===== src/design/tlb_pkg.sv =====
// TLB package
// Shared sizes, CP0 field positions and the enum types of the
// 16-entry joint TLB with fixed 4 KB page pairs
package tlb_pkg;

    localparam int TLB_ENTRIES = 16;
    localparam int IDX_W       = 4;
    localparam int VADDR_W     = 32;
    localparam int VPN2_W      = 19;
    localparam int ASID_W      = 8;
    localparam int PFN_W       = 20;
    localparam int CATTR_W     = 3;
    localparam int PAGE_OFS_W  = 12;
    localparam int EVEN_ODD_BIT = 12; // Odd half of the page pair

    localparam logic [CATTR_W-1:0] CACHED_ATTR = 3'd3;
    localparam int PROBE_FAIL_BIT = 31;

    // EntryHi / EntryLo layout
    localparam int ENTRYHI_VPN2_LSB = 13;
    localparam int ENTRYLO_PFN_LSB  = 6;
    localparam int ENTRYLO_C_LSB    = 3;
    localparam int ENTRYLO_D_BIT    = 2;
    localparam int ENTRYLO_V_BIT    = 1;
    localparam int ENTRYLO_G_BIT    = 0;

    typedef logic [IDX_W-1:0] tlb_idx_t;

    typedef enum logic [1:0] {
        OP_NOP,
        OP_TLBR,
        OP_TLBWI,
        OP_TLBP
    } tlb_op_e;

    typedef enum logic [1:0] {
        ST_IDLE,
        ST_TRANSLATE,
        ST_FETCH,
        ST_RESPOND
    } lookup_state_e;

endpackage


===== src/design/tlb_entry_array.sv =====
// TLB entry array
// Field arrays for all entries, written by TLBWI from the CP0 words.
// Tags go out for every entry, plus two indexed combinational read
// ports, one for lookup and one for maintenance
`timescale 1ns/10ps

module tlb_entry_array (
    input  logic                     clk,
    input  logic                     rst,
    input  logic                     i_we,
    input  tlb_pkg::tlb_idx_t        i_windex,
    input  logic [31:0]              i_entryhi,
    input  logic [31:0]              i_entrylo0,
    input  logic [31:0]              i_entrylo1,
    input  tlb_pkg::tlb_idx_t        i_lk_idx,
    input  tlb_pkg::tlb_idx_t        i_rd_idx,
    output logic [tlb_pkg::TLB_ENTRIES-1:0][tlb_pkg::VPN2_W-1:0] o_tag_vpn2,
    output logic [tlb_pkg::TLB_ENTRIES-1:0][tlb_pkg::ASID_W-1:0] o_tag_asid,
    output logic [tlb_pkg::TLB_ENTRIES-1:0]                      o_tag_g,
    output logic [tlb_pkg::PFN_W-1:0]   o_lk_pfn0,
    output logic [tlb_pkg::PFN_W-1:0]   o_lk_pfn1,
    output logic [tlb_pkg::CATTR_W-1:0] o_lk_c0,
    output logic [tlb_pkg::CATTR_W-1:0] o_lk_c1,
    output logic                        o_lk_d0,
    output logic                        o_lk_d1,
    output logic                        o_lk_v0,
    output logic                        o_lk_v1,
    output logic [tlb_pkg::VPN2_W-1:0]  o_rd_vpn2,
    output logic [tlb_pkg::ASID_W-1:0]  o_rd_asid,
    output logic                        o_rd_g,
    output logic [tlb_pkg::PFN_W-1:0]   o_rd_pfn0,
    output logic [tlb_pkg::PFN_W-1:0]   o_rd_pfn1,
    output logic [tlb_pkg::CATTR_W-1:0] o_rd_c0,
    output logic [tlb_pkg::CATTR_W-1:0] o_rd_c1,
    output logic                        o_rd_d0,
    output logic                        o_rd_d1,
    output logic                        o_rd_v0,
    output logic                        o_rd_v1
);

    logic [tlb_pkg::TLB_ENTRIES-1:0][tlb_pkg::PFN_W-1:0]   pfn0_q, pfn1_q;
    logic [tlb_pkg::TLB_ENTRIES-1:0][tlb_pkg::CATTR_W-1:0] c0_q, c1_q;
    logic [tlb_pkg::TLB_ENTRIES-1:0] d0_q, d1_q, v0_q, v1_q;

    always_ff @(posedge clk or posedge rst) begin
        if (rst) begin
            o_tag_vpn2 <= '0;
            o_tag_asid <= '0;
            o_tag_g    <= '0;
            pfn0_q     <= '0;
            pfn1_q     <= '0;
            c0_q       <= '0;
            c1_q       <= '0;
            d0_q       <= '0;
            d1_q       <= '0;
            v0_q       <= '0;
            v1_q       <= '0;
        end else if (i_we) begin
            o_tag_vpn2[i_windex] <= i_entryhi[tlb_pkg::ENTRYHI_VPN2_LSB +: tlb_pkg::VPN2_W];
            o_tag_asid[i_windex] <= i_entryhi[tlb_pkg::ASID_W-1:0];
            // Global only when both halves say so
            o_tag_g[i_windex] <= i_entrylo0[tlb_pkg::ENTRYLO_G_BIT]
                                 & i_entrylo1[tlb_pkg::ENTRYLO_G_BIT];
            pfn0_q[i_windex] <= i_entrylo0[tlb_pkg::ENTRYLO_PFN_LSB +: tlb_pkg::PFN_W];
            pfn1_q[i_windex] <= i_entrylo1[tlb_pkg::ENTRYLO_PFN_LSB +: tlb_pkg::PFN_W];
            c0_q[i_windex]   <= i_entrylo0[tlb_pkg::ENTRYLO_C_LSB +: tlb_pkg::CATTR_W];
            c1_q[i_windex]   <= i_entrylo1[tlb_pkg::ENTRYLO_C_LSB +: tlb_pkg::CATTR_W];
            d0_q[i_windex]   <= i_entrylo0[tlb_pkg::ENTRYLO_D_BIT];
            d1_q[i_windex]   <= i_entrylo1[tlb_pkg::ENTRYLO_D_BIT];
            v0_q[i_windex]   <= i_entrylo0[tlb_pkg::ENTRYLO_V_BIT];
            v1_q[i_windex]   <= i_entrylo1[tlb_pkg::ENTRYLO_V_BIT];
        end
    end

    // Lookup port
    assign o_lk_pfn0 = pfn0_q[i_lk_idx];
    assign o_lk_pfn1 = pfn1_q[i_lk_idx];
    assign o_lk_c0   = c0_q[i_lk_idx];
    assign o_lk_c1   = c1_q[i_lk_idx];
    assign o_lk_d0   = d0_q[i_lk_idx];
    assign o_lk_d1   = d1_q[i_lk_idx];
    assign o_lk_v0   = v0_q[i_lk_idx];
    assign o_lk_v1   = v1_q[i_lk_idx];

    // Maintenance port for TLBR
    assign o_rd_vpn2 = o_tag_vpn2[i_rd_idx];
    assign o_rd_asid = o_tag_asid[i_rd_idx];
    assign o_rd_g    = o_tag_g[i_rd_idx];
    assign o_rd_pfn0 = pfn0_q[i_rd_idx];
    assign o_rd_pfn1 = pfn1_q[i_rd_idx];
    assign o_rd_c0   = c0_q[i_rd_idx];
    assign o_rd_c1   = c1_q[i_rd_idx];
    assign o_rd_d0   = d0_q[i_rd_idx];
    assign o_rd_d1   = d1_q[i_rd_idx];
    assign o_rd_v0   = v0_q[i_rd_idx];
    assign o_rd_v1   = v1_q[i_rd_idx];

endmodule


===== src/design/tlb_tag_match.sv =====
// TLB tag matcher
// Compares one VPN2/ASID pair against every entry in parallel, with
// the global bit overriding the ASID, and encodes the lowest hit
`timescale 1ns/10ps

module tlb_tag_match (
    input  logic [tlb_pkg::VPN2_W-1:0] i_vpn2,
    input  logic [tlb_pkg::ASID_W-1:0] i_asid,
    input  logic [tlb_pkg::TLB_ENTRIES-1:0][tlb_pkg::VPN2_W-1:0] i_tag_vpn2,
    input  logic [tlb_pkg::TLB_ENTRIES-1:0][tlb_pkg::ASID_W-1:0] i_tag_asid,
    input  logic [tlb_pkg::TLB_ENTRIES-1:0]                      i_tag_g,
    output logic                       o_hit,
    output tlb_pkg::tlb_idx_t          o_hit_idx
);

    logic [tlb_pkg::TLB_ENTRIES-1:0] hit_vec;

    for (genvar i = 0; i < tlb_pkg::TLB_ENTRIES; i++) begin : g_cmp
        assign hit_vec[i] = (i_tag_vpn2[i] == i_vpn2)
                            && (i_tag_g[i] || (i_tag_asid[i] == i_asid));
    end

    assign o_hit = |hit_vec;

    // Scan downward so the lowest index wins
    always_comb begin
        o_hit_idx = '0;
        for (int i = tlb_pkg::TLB_ENTRIES - 1; i >= 0; i--) begin
            if (hit_vec[i]) begin
                o_hit_idx = tlb_pkg::tlb_idx_t'(i);
            end
        end
    end

endmodule


===== src/design/tlb_lookup_fsm.sv =====
// TLB lookup FSM
// Data-side translation: locks the request, registers the hit index,
// then picks the even or odd half and forms the physical address and
// the refill / invalid / modified flags. Results hold while stalled
`timescale 1ns/10ps

module tlb_lookup_fsm (
    input  logic                          clk,
    input  logic                          rst,
    input  logic                          i_dmmu_en,
    input  logic [tlb_pkg::VADDR_W-1:0]   i_vaddr,
    input  logic                          i_store,
    input  logic                          i_stall,
    input  logic                          i_op_idle,
    input  logic [tlb_pkg::ASID_W-1:0]    i_entryhi_asid,
    input  logic                          i_hit,
    input  tlb_pkg::tlb_idx_t             i_hit_idx,
    input  logic [tlb_pkg::PFN_W-1:0]     i_lk_pfn0,
    input  logic [tlb_pkg::PFN_W-1:0]     i_lk_pfn1,
    input  logic [tlb_pkg::CATTR_W-1:0]   i_lk_c0,
    input  logic [tlb_pkg::CATTR_W-1:0]   i_lk_c1,
    input  logic                          i_lk_d0,
    input  logic                          i_lk_d1,
    input  logic                          i_lk_v0,
    input  logic                          i_lk_v1,
    output logic [tlb_pkg::VADDR_W-1:0]   o_lk_vaddr,
    output logic [tlb_pkg::ASID_W-1:0]    o_lk_asid,
    output tlb_pkg::tlb_idx_t             o_lk_idx,
    output logic                          o_rdy,
    output logic [tlb_pkg::VADDR_W-1:0]   o_paddr,
    output logic                          o_cached,
    output logic                          o_refill,
    output logic                          o_invalid,
    output logic                          o_modified
);

    tlb_pkg::lookup_state_e state_q;
    logic store_q;
    logic miss_q;
    logic accept;
    logic sel_odd;
    logic [tlb_pkg::PFN_W-1:0]   sel_pfn;
    logic [tlb_pkg::CATTR_W-1:0] sel_c;
    logic sel_d;
    logic sel_v;

    assign accept = (state_q == tlb_pkg::ST_IDLE) && i_dmmu_en && !o_rdy && i_op_idle;

    assign sel_odd = o_lk_vaddr[tlb_pkg::EVEN_ODD_BIT];
    assign sel_pfn = sel_odd ? i_lk_pfn1 : i_lk_pfn0;
    assign sel_c   = sel_odd ? i_lk_c1 : i_lk_c0;
    assign sel_d   = sel_odd ? i_lk_d1 : i_lk_d0;
    assign sel_v   = sel_odd ? i_lk_v1 : i_lk_v0;

    always_ff @(posedge clk or posedge rst) begin
        if (rst) begin
            state_q    <= tlb_pkg::ST_IDLE;
            o_rdy      <= 1'b0;
            o_refill   <= 1'b0;
            o_invalid  <= 1'b0;
            o_modified <= 1'b0;
        end else begin
            case (state_q)
                tlb_pkg::ST_IDLE: begin
                    if (accept) state_q <= tlb_pkg::ST_TRANSLATE;
                end
                tlb_pkg::ST_TRANSLATE: state_q <= tlb_pkg::ST_FETCH;
                tlb_pkg::ST_FETCH: begin
                    state_q    <= tlb_pkg::ST_RESPOND;
                    o_rdy      <= 1'b1;
                    // Refill over invalid over modified
                    o_refill   <= miss_q;
                    o_invalid  <= !miss_q && !sel_v;
                    o_modified <= !miss_q && sel_v && store_q && !sel_d;
                end
                tlb_pkg::ST_RESPOND: begin
                    if (!i_stall) begin
                        state_q    <= tlb_pkg::ST_IDLE;
                        o_rdy      <= 1'b0;
                        o_refill   <= 1'b0;
                        o_invalid  <= 1'b0;
                        o_modified <= 1'b0;
                    end
                end
            endcase
        end
    end

    always_ff @(posedge clk) begin
        if (accept) begin
            o_lk_vaddr <= i_vaddr;
            o_lk_asid  <= i_entryhi_asid; // ASID locked with the address
            store_q    <= i_store;
        end
        if (state_q == tlb_pkg::ST_TRANSLATE) begin
            o_lk_idx <= i_hit_idx;
            miss_q   <= !i_hit;
        end
        if (state_q == tlb_pkg::ST_FETCH) begin
            o_paddr  <= {sel_pfn, o_lk_vaddr[tlb_pkg::PAGE_OFS_W-1:0]};
            o_cached <= (sel_c == tlb_pkg::CACHED_ATTR);
        end
    end

endmodule


===== src/design/tlb_maint.sv =====
// TLB maintenance
// Decodes the CP0 TLB strobe. TLBWI drives the array write directly,
// TLBR and TLBP results are registered and flagged for one cycle
`timescale 1ns/10ps

module tlb_maint (
    input  logic                        clk,
    input  logic                        rst,
    input  tlb_pkg::tlb_op_e            i_tlb_op,
    input  logic                        i_probe_hit,
    input  tlb_pkg::tlb_idx_t           i_probe_idx,
    input  logic [tlb_pkg::VPN2_W-1:0]  i_rd_vpn2,
    input  logic [tlb_pkg::ASID_W-1:0]  i_rd_asid,
    input  logic                        i_rd_g,
    input  logic [tlb_pkg::PFN_W-1:0]   i_rd_pfn0,
    input  logic [tlb_pkg::PFN_W-1:0]   i_rd_pfn1,
    input  logic [tlb_pkg::CATTR_W-1:0] i_rd_c0,
    input  logic [tlb_pkg::CATTR_W-1:0] i_rd_c1,
    input  logic                        i_rd_d0,
    input  logic                        i_rd_d1,
    input  logic                        i_rd_v0,
    input  logic                        i_rd_v1,
    output logic                        o_we,
    output logic                        o_op_idle,
    output logic                        o_entry_wen,
    output logic [31:0]                 o_entryhi,
    output logic [31:0]                 o_entrylo0,
    output logic [31:0]                 o_entrylo1,
    output logic                        o_index_wen,
    output logic [31:0]                 o_index_val
);

    assign o_we      = (i_tlb_op == tlb_pkg::OP_TLBWI);
    assign o_op_idle = (i_tlb_op == tlb_pkg::OP_NOP);

    always_ff @(posedge clk or posedge rst) begin
        if (rst) begin
            o_entry_wen <= 1'b0;
            o_index_wen <= 1'b0;
        end else begin
            o_entry_wen <= (i_tlb_op == tlb_pkg::OP_TLBR);
            o_index_wen <= (i_tlb_op == tlb_pkg::OP_TLBP);
        end
    end

    always_ff @(posedge clk) begin
        if (i_tlb_op == tlb_pkg::OP_TLBR) begin
            o_entryhi  <= {i_rd_vpn2, 5'b0, i_rd_asid};
            o_entrylo0 <= {6'b0, i_rd_pfn0, i_rd_c0, i_rd_d0, i_rd_v0, i_rd_g};
            o_entrylo1 <= {6'b0, i_rd_pfn1, i_rd_c1, i_rd_d1, i_rd_v1, i_rd_g};
        end
        if (i_tlb_op == tlb_pkg::OP_TLBP) begin
            if (i_probe_hit) begin
                o_index_val <= {{(32 - tlb_pkg::IDX_W){1'b0}}, i_probe_idx};
            end else begin
                o_index_val <= 32'(1) << tlb_pkg::PROBE_FAIL_BIT; // Probe miss
            end
        end
    end

endmodule


===== src/design/tlb_unit.sv =====
// TLB unit top
// 16-entry joint TLB with one data translation port and the CP0
// TLBR, TLBWI and TLBP operations
`timescale 1ns/10ps

module tlb_unit (
    input  logic                      clk,
    input  logic                      rst,
    input  tlb_pkg::tlb_op_e          i_tlb_op,
    input  tlb_pkg::tlb_idx_t         i_index,
    input  logic [31:0]               i_entryhi,
    input  logic [31:0]               i_entrylo0,
    input  logic [31:0]               i_entrylo1,
    input  logic                      i_dmmu_en,
    input  logic [tlb_pkg::VADDR_W-1:0] i_vaddr,
    input  logic                      i_store,
    input  logic                      i_stall,
    output logic                      o_rdy,
    output logic [tlb_pkg::VADDR_W-1:0] o_paddr,
    output logic                      o_cached,
    output logic                      o_refill,
    output logic                      o_invalid,
    output logic                      o_modified,
    output logic                      o_entry_wen,
    output logic [31:0]               o_entryhi,
    output logic [31:0]               o_entrylo0,
    output logic [31:0]               o_entrylo1,
    output logic                      o_index_wen,
    output logic [31:0]               o_index_val
);

    logic [tlb_pkg::TLB_ENTRIES-1:0][tlb_pkg::VPN2_W-1:0] tag_vpn2;
    logic [tlb_pkg::TLB_ENTRIES-1:0][tlb_pkg::ASID_W-1:0] tag_asid;
    logic [tlb_pkg::TLB_ENTRIES-1:0]                      tag_g;
    logic [tlb_pkg::PFN_W-1:0]   lk_pfn0, lk_pfn1, rd_pfn0, rd_pfn1;
    logic [tlb_pkg::CATTR_W-1:0] lk_c0, lk_c1, rd_c0, rd_c1;
    logic lk_d0, lk_d1, lk_v0, lk_v1;
    logic rd_d0, rd_d1, rd_v0, rd_v1, rd_g;
    logic [tlb_pkg::VPN2_W-1:0]  rd_vpn2;
    logic [tlb_pkg::ASID_W-1:0]  rd_asid, lk_asid;
    logic [tlb_pkg::VADDR_W-1:0] lk_vaddr;
    tlb_pkg::tlb_idx_t lk_idx, lk_hit_idx, probe_idx;
    logic lk_hit, probe_hit, we, op_idle;

    tlb_entry_array u_array (
        .clk, .rst, .i_we(we), .i_windex(i_index),
        .i_entryhi, .i_entrylo0, .i_entrylo1,
        .i_lk_idx(lk_idx), .i_rd_idx(i_index),
        .o_tag_vpn2(tag_vpn2), .o_tag_asid(tag_asid), .o_tag_g(tag_g),
        .o_lk_pfn0(lk_pfn0), .o_lk_pfn1(lk_pfn1), .o_lk_c0(lk_c0), .o_lk_c1(lk_c1),
        .o_lk_d0(lk_d0), .o_lk_d1(lk_d1), .o_lk_v0(lk_v0), .o_lk_v1(lk_v1),
        .o_rd_vpn2(rd_vpn2), .o_rd_asid(rd_asid), .o_rd_g(rd_g),
        .o_rd_pfn0(rd_pfn0), .o_rd_pfn1(rd_pfn1), .o_rd_c0(rd_c0), .o_rd_c1(rd_c1),
        .o_rd_d0(rd_d0), .o_rd_d1(rd_d1), .o_rd_v0(rd_v0), .o_rd_v1(rd_v1)
    );

    tlb_tag_match u_lookup_match (
        .i_vpn2(lk_vaddr[tlb_pkg::ENTRYHI_VPN2_LSB +: tlb_pkg::VPN2_W]),
        .i_asid(lk_asid),
        .i_tag_vpn2(tag_vpn2), .i_tag_asid(tag_asid), .i_tag_g(tag_g),
        .o_hit(lk_hit), .o_hit_idx(lk_hit_idx)
    );

    tlb_tag_match u_probe_match (
        .i_vpn2(i_entryhi[tlb_pkg::ENTRYHI_VPN2_LSB +: tlb_pkg::VPN2_W]),
        .i_asid(i_entryhi[tlb_pkg::ASID_W-1:0]),
        .i_tag_vpn2(tag_vpn2), .i_tag_asid(tag_asid), .i_tag_g(tag_g),
        .o_hit(probe_hit), .o_hit_idx(probe_idx)
    );

    tlb_lookup_fsm u_lookup (
        .clk, .rst, .i_dmmu_en, .i_vaddr, .i_store, .i_stall,
        .i_op_idle(op_idle), .i_entryhi_asid(i_entryhi[tlb_pkg::ASID_W-1:0]),
        .i_hit(lk_hit), .i_hit_idx(lk_hit_idx),
        .i_lk_pfn0(lk_pfn0), .i_lk_pfn1(lk_pfn1), .i_lk_c0(lk_c0), .i_lk_c1(lk_c1),
        .i_lk_d0(lk_d0), .i_lk_d1(lk_d1), .i_lk_v0(lk_v0), .i_lk_v1(lk_v1),
        .o_lk_vaddr(lk_vaddr), .o_lk_asid(lk_asid), .o_lk_idx(lk_idx),
        .o_rdy, .o_paddr, .o_cached, .o_refill, .o_invalid, .o_modified
    );

    tlb_maint u_maint (
        .clk, .rst, .i_tlb_op, .i_probe_hit(probe_hit), .i_probe_idx(probe_idx),
        .i_rd_vpn2(rd_vpn2), .i_rd_asid(rd_asid), .i_rd_g(rd_g),
        .i_rd_pfn0(rd_pfn0), .i_rd_pfn1(rd_pfn1), .i_rd_c0(rd_c0), .i_rd_c1(rd_c1),
        .i_rd_d0(rd_d0), .i_rd_d1(rd_d1), .i_rd_v0(rd_v0), .i_rd_v1(rd_v1),
        .o_we(we), .o_op_idle(op_idle), .o_entry_wen, .o_entryhi, .o_entrylo0,
        .o_entrylo1, .o_index_wen, .o_index_val
    );

endmodule


===== config.mk =====
export PLATFORM = sky130hd
export DESIGN_NAME = tlb_unit
export DESIGN_NICKNAME = d
export VERILOG_FILES = /design/src/design/tlb_pkg.sv /design/src/design/tlb_entry_array.sv /design/src/design/tlb_tag_match.sv /design/src/design/tlb_lookup_fsm.sv /design/src/design/tlb_maint.sv /design/src/design/tlb_unit.sv
export SDC_FILE = /design/constraint.sdc
export NUM_CORES = 2
export LEC_CHECK = 0
export CAP_MARGIN = 20
export CELL_PAD_IN_SITES_DETAIL_PLACEMENT = 0
export CELL_PAD_IN_SITES_GLOBAL_PLACEMENT = 2
export CORE_AREA = 2 2 414 416
export CTS_CLUSTER_DIAMETER = 100
export DETAILED_ROUTE_END_ITERATION = 16
export DIE_AREA = 0 0 416 418
export DONT_BUFFER_PORTS = 1
export PLACE_DENSITY_LB_ADDON = 0.1
export SLEW_MARGIN = 20
export SYNTH_ARGS = -nofsm -noshare
export SYNTH_HDL_FRONTEND = slang
export SYNTH_SLANG_ARGS = --single-unit

===== constraint.sdc =====
create_clock -name clk -period 44.7 [get_ports clk]
set_input_delay 4.47 -clock clk [delete_from_list [all_inputs] [get_ports clk]]
set_output_delay 4.47 -clock clk [all_outputs]
set_load 0.01 [all_outputs]

Word-level counts from Yosys, hierarchy flattened
Index checks and enable logic that the tools add are counted.

cells by class
  $lt $le $gt $ge = 3
  eq/ne operators = 73
  mux-type cells = 103
  bitwise gates (word level) = 2
  reductions and logical operators = 91

operators with widths
  cell                                     count
  bitwise mux 320 bit                      2
  equality test 19 bit                     32
  binary-select mux 20 bit (select 4 bit)  4
  bitwise mux 304 bit                      1
  equality test 8 bit                      32
  bitwise mux 128 bit                      1
  two-way mux 20 bit                       6
  bitwise mux 48 bit                       2
  two-way mux 4 bit                        24
  bitwise mux 16 bit                       5
  demux 20 bit (select 4 bit)              1
  binary-select mux 19 bit (select 4 bit)  1
  demux 19 bit (select 4 bit)              1
  binary-select mux 3 bit (select 4 bit)   4
  logical AND 1 bit                        40
  two-way mux 19 bit                       2
  binary-select mux 1 bit (select 4 bit)   9
  binary-select mux 8 bit (select 4 bit)   1
  demux 8 bit (select 4 bit)               1
  logical OR 1 bit                         32
  two-way mux 32 bit                       1
  OR reduction 16 bit                      2
  two-way mux 3 bit                        10
  two-way mux 8 bit                        2
  other kinds (25)                         56

word-level totals
  flip-flop bits (word level) = 1446
  input bits = 139
  output and inout port bits = 167
  logic and storage cells = 398

Depth between registers and ports, before layout
  depth after elaboration = 20
  depth in mapped cells = 12
  depth with buffers taken out = 9

By module
A second synthesis with hierarchy kept.

unflattened totals
  cells, all modules = 5451
  area, all modules = 77735.8 um2

modules (own cells, without submodules)
  module           times used  cells an instance  area each (um2)  sequential area each (um2)
  tlb_entry_array  1           3810               61071.1          31230.0
  tlb_tag_match    2           679                5336.4           0.0
  tlb_lookup_fsm   1           140                3037.9           2522.4
  tlb_maint        1           143                2954.1           2542.4

Worst setup path before layout
No wires, ideal clock.

  kind = input to register
  start point = input i_tlb_op[0]
  end point = register u_lookup.state_q[1]
  library setup time = 127 ps
  arrival time = 9752 ps
  required time = 44573 ps
  path slack = 34822 ps
  stages = 3
  path buffers = 0
  cell sequence = nor4_1 o21ai_0 mux2_2

between the ends
  word-level cells in the longest chain between the ends = 4

RTL lines
  what                                             line                  RTL
  start, declared                                  tlb_unit.sv:9         input tlb_pkg::tlb_op_e i_tlb_op,
  zero test 2 bit                                  tlb_maint.sv:34       assign o_op_idle = (i_tlb_op == tlb_pkg::OP_NOP);
  logical AND 1 bit                                tlb_lookup_fsm.sv:47  assign accept = (state_q == tlb_pkg::ST_IDLE) && i_dmmu_en && !o_rdy && i_op_idle;
  inequality test 2 x 1 -> 1 bit (no source line)  -
  AND reduction 2 bit (no source line)             -
  end signal, assigned                             tlb_lookup_fsm.sv:57  state_q <= tlb_pkg::ST_IDLE;
  end signal, assigned                             tlb_lookup_fsm.sv:65  if (accept) state_q <= tlb_pkg::ST_TRANSLATE;
  end signal, assigned                             tlb_lookup_fsm.sv:67  tlb_pkg::ST_TRANSLATE: state_q <= tlb_pkg::ST_FETCH;
  end, declared                                    tlb_lookup_fsm.sv:37  tlb_pkg::lookup_state_e state_q;

No other way between the ends.
A chain may end at the register's enable or synchronous reset.

==> flow_summary.rst <==
.. list-table::
   :header-rows: 1

   * - Metric
     - Value
   * - Result of the run
     - finished, final reports clean
   * - Kind of end point of the critical path
     - asynchronous set/reset pin
   * - Row Count
     - 151
   * - Starting density of the core
     - 45.9%
   * - Max stage delay cell, worst path
     - buf_4
   * - Synthesized cell area
     - 77700 sq um
   * - Skew-Pair Late Insertion Delay
     - 0.83 ns
   * - Area growth syn-to-layout
     - 8.64%
   * - Final #Nets
     - 5271
   * - Floorplan die height
     - 418 microns
   * - Fmax
     - 124 MHz
   * - Average instance area after synthesis
     - 14.4 sq um
   * - Clock slew at reported path FFs
     - 0.06 ns
   * - Number of nets with antenna violations after routing
     - 0
   * - Via-per-instance ratio
     - 6.24
   * - Share of Yosys cell area claimed by the top area cell type
     - 40.5%
   * - Grt total ovfl
     - 0
   * - Post-CTS sizing
     - 0
   * - Cell repeated most along the worst path
     - buf_4
   * - WP data required
     - 45.49 ns
   * - Critical path cell sequence
     - inv_8 > buf_12 > buf_4 > buf_4 > buf_12 > buf_4
   * - Class of the tightest hold or removal check
     - reg -> reg
   * - Source of the worst hold timing path
     - u_lookup.o_lk_vaddr[6]
   * - Number of antenna violations at the first check in global routing
     - 9
   * - Actual transition at the worst max-transition pin
     - 1.18 ns
   * - Yosys top cell by area
     - dfrtp_1
   * - Count of TritonRoute iterations in the first routing pass
     - 5
   * - Worst Path Max Fanout
     - 137
   * - Worst slew margin relative to its limit
     - 21.3%
   * - H-Tree Depth
     - 4
   * - Critical path start-end classification
     - in -> async
   * - Warning count from the yosys run
     - 0
   * - Final critical-path share of the clock period
     - 18.0%
   * - Post-CTS Repair Setup Buffers
     - 0
   * - Number of synthesized register bits
     - 1418
   * - Final slew viol count
     - 0
   * - Chip Width
     - 416 microns
   * - Number of hold violations in the final report
     - 0
   * - Die Footprint
     - 174000 sq um
   * - Remaining design rule violation count
     - 0
   * - Ranking of synthesized cells by area
     - dfrtp_1 40%, mux4_2 18%, mux2_2 17%
   * - Worst-case reg-to-reg path depth
     - 6
   * - Gpl congestion
     - 0.884
   * - Number of buffers created by CTS
     - 165
   * - Highest-count cells in the layout ignoring fill and taps
     - 1256 x dfrtp_1, 1177 x mux2_2, 663 x xor2_1
   * - Core occupancy in the finished layout
     - 49.9%
   * - LEAKAGE
     - 35.8 nW
   * - Critical Path Source Type
     - primary input
   * - I/O pin total
     - 306
   * - End point of the worst hold path
     - u_lookup.o_paddr[6]
   * - Ratio of cells with drive above 1 in the final layout
     - 41.0%
   * - Number of sinks driven by the clock tree
     - 1418
   * - Via count
     - 46700
   * - Clock buffer depth
     - 3
   * - Peak supply drop
     - 43.0 uV
   * - Total track usage
     - 29.1%
   * - Power per cell area
     - 49.6 nW/um^2
   * - Sequential element share of the synthesized area
     - 46.7%
   * - Gate Count Post-Synth
     - 5381
   * - Top FF cell, synth
     - dfrtp_1
   * - Most common cell after layout, fill and taps aside
     - dfrtp_1
   * - Arrival time at the worst endpoint
     - 8.83 ns
   * - Min Tclk post-route
     - 8.04 ns
   * - Count of buffers from port buffering
     - 0
   * - Hpwl dp
     - 148000 microns
   * - Max Cap Viol
     - 0
   * - DRC violation total after the first TritonRoute iteration
     - 3673
   * - RSZ-0062 raised after global routing
     - false
   * - Total detailed-routing wirelength
     - 251000 microns
   * - Largest net degree at the start of global routing
     - 317
   * - Source of the worst register-to-register timing path
     - u_lookup.o_lk_idx[0]
   * - Number of enable-type register cells in the synthesized netlist
     - 162
   * - Cts hold-fix bufs
     - 0
   * - TNS Setup
     - 0 ns
   * - Clock tree from TritonCTS
     - yes
   * - Reg2reg setup slack
     - 40.38 ns
   * - Count of placed standard cells including taps
     - 7175
   * - Layout fillers
     - 14500
   * - Longest individual stage delay on the worst path
     - 0.87 ns
   * - Global-route wire length before repair
     - 365000 microns
   * - Capturing point of the worst reg2reg path
     - u_lookup.o_paddr[25]
   * - Area of the core
     - 169000 sq um
   * - Via count of the first global-routing pass
     - 48800
   * - Distinct cells, synth
     - 46
   * - Post-Route Skew
     - 0.0220 ns
   * - Clk root buf
     - clkbuf_16
   * - Share of flip-flops with an asynchronous set or reset after synthesis
     - 88.6%
   * - Final Instance Count excl. Fillers
     - 7485
   * - Instance count along the most critical hold path
     - 0
   * - Detailed-route wire length per cell
     - 33.5 microns
   * - Number of failing setup endpoints in the final timing report
     - 0
[flip-flops by register name, summed over array words and instances (netlist names), 25 cells and up]
| register | cells |
|---|---|
| u_array.o_tag_asid | 128 |
| u_lookup.o_paddr | 32 |
| u_array.c0_q | 48 |
| u_maint.o_entrylo0 | 25 |
| u_array.pfn0_q | 320 |
| u_lookup.o_lk_vaddr | 32 |
| u_maint.o_entrylo1 | 26 |
| u_array.pfn1_q | 320 |
| u_maint.o_entryhi | 27 |
| u_array.c1_q | 48 |
| u_array.o_tag_vpn2 | 304 |
[cell usage after synthesis (all sizes together) (5+ instances only)]
| cell type | instances |
|---|---|
| clkbuf | 178 |
| nor2b | 10 |
| and2 | 6 |
| xnor2 | 201 |
| nand3 | 36 |
| o211ai | 9 |
| xor2 | 663 |
| o21ai | 48 |
| dfrtp | 1256 |
| nand4 | 63 |
| a21oi | 33 |
| inv | 13 |
| nand3b | 16 |
| nor2 | 20 |
| nand4b | 16 |
| mux4 | 613 |
| nor3 | 27 |
| buf | 367 |
| mux2 | 1177 |
| nand2 | 264 |
| and3 | 5 |
| edfxtp | 162 |
| nor4 | 170 |
| ha | 5 |
[worst max path at each step]
stage               start                endpoint  slack (ns)
floorplan             rst         u_array.c0_q[0]        4.84
global placement      rst  u_array.o_tag_asid[27]       35.56
detailed placement    rst  u_array.o_tag_asid[29]       35.53
CTS                   rst   u_array.o_tag_vpn2[1]       36.41
global route          rst   u_array.o_tag_vpn2[1]       35.94
finish                rst  u_array.o_tag_vpn2[69]       36.66
[cell type report]
type	instances	area [sq um]	share of cell area, %
clock buffers	229	4740	5.61
well taps	2218	2780	3.29
flip-flops and latches	1418	36300	43.0
multi-input cells	3448	38900	46.1
repair buffers	81	751	0.889
diodes	1	2.50	0.00296
clock inverters	77	891	1.06
inverters	13	56.3	0.0667
[per-stage QoR]
step	worst slack [ns]	cell area, sq um	power [mW]	hold slack, ns
after global placement	35.56	78700	2.77	0.401
after global routing	35.94	84400	4.37	0.421
after detailed placement	35.53	78700	2.79	0.405
after floorplan	4.84	77800	2.52	0.400
final	36.66	84400	4.19	0.416
after CTS	36.41	84300	4.22	0.417
[routing by layer]
layer,track usage (%),routed length (microns),vias up
li1,-,-,19400
met4,10.4,9240,12
met1,38.8,106000,25600
met2,47.8,123000,1303
met5,0,77,-
met3,5.24,13100,401
[critical path, delay by kind of cell]
family                 cells  cell delay (ns)
buffers and inverters      6             4.08
[cell families after synthesis]
kind of cell	count (synthesis)	synth area share, %
other	1	0.00483
flip-flops	1418	46.7
adder cells (fa/ha/maj)	5	0.0805
XOR/XNOR	864	9.74
buffers and inverters	558	3.61
AND/OR/NAND/NOR	642	4.25
multiplexers	1793	34.9
AO/OA/AOI/OAI	100	0.718
[report_power, final]
| group | total (mW) | switching (mW) | internal (mW) |
|---|---|---|---|
| logic | 0.958 | 0.410 | 0.547 |
| clock network | 1.41 | 0.570 | 0.839 |
| registers | 1.82 | 0.259 | 1.56 |
No activity file was read; power rests on OpenSTA's default activity.
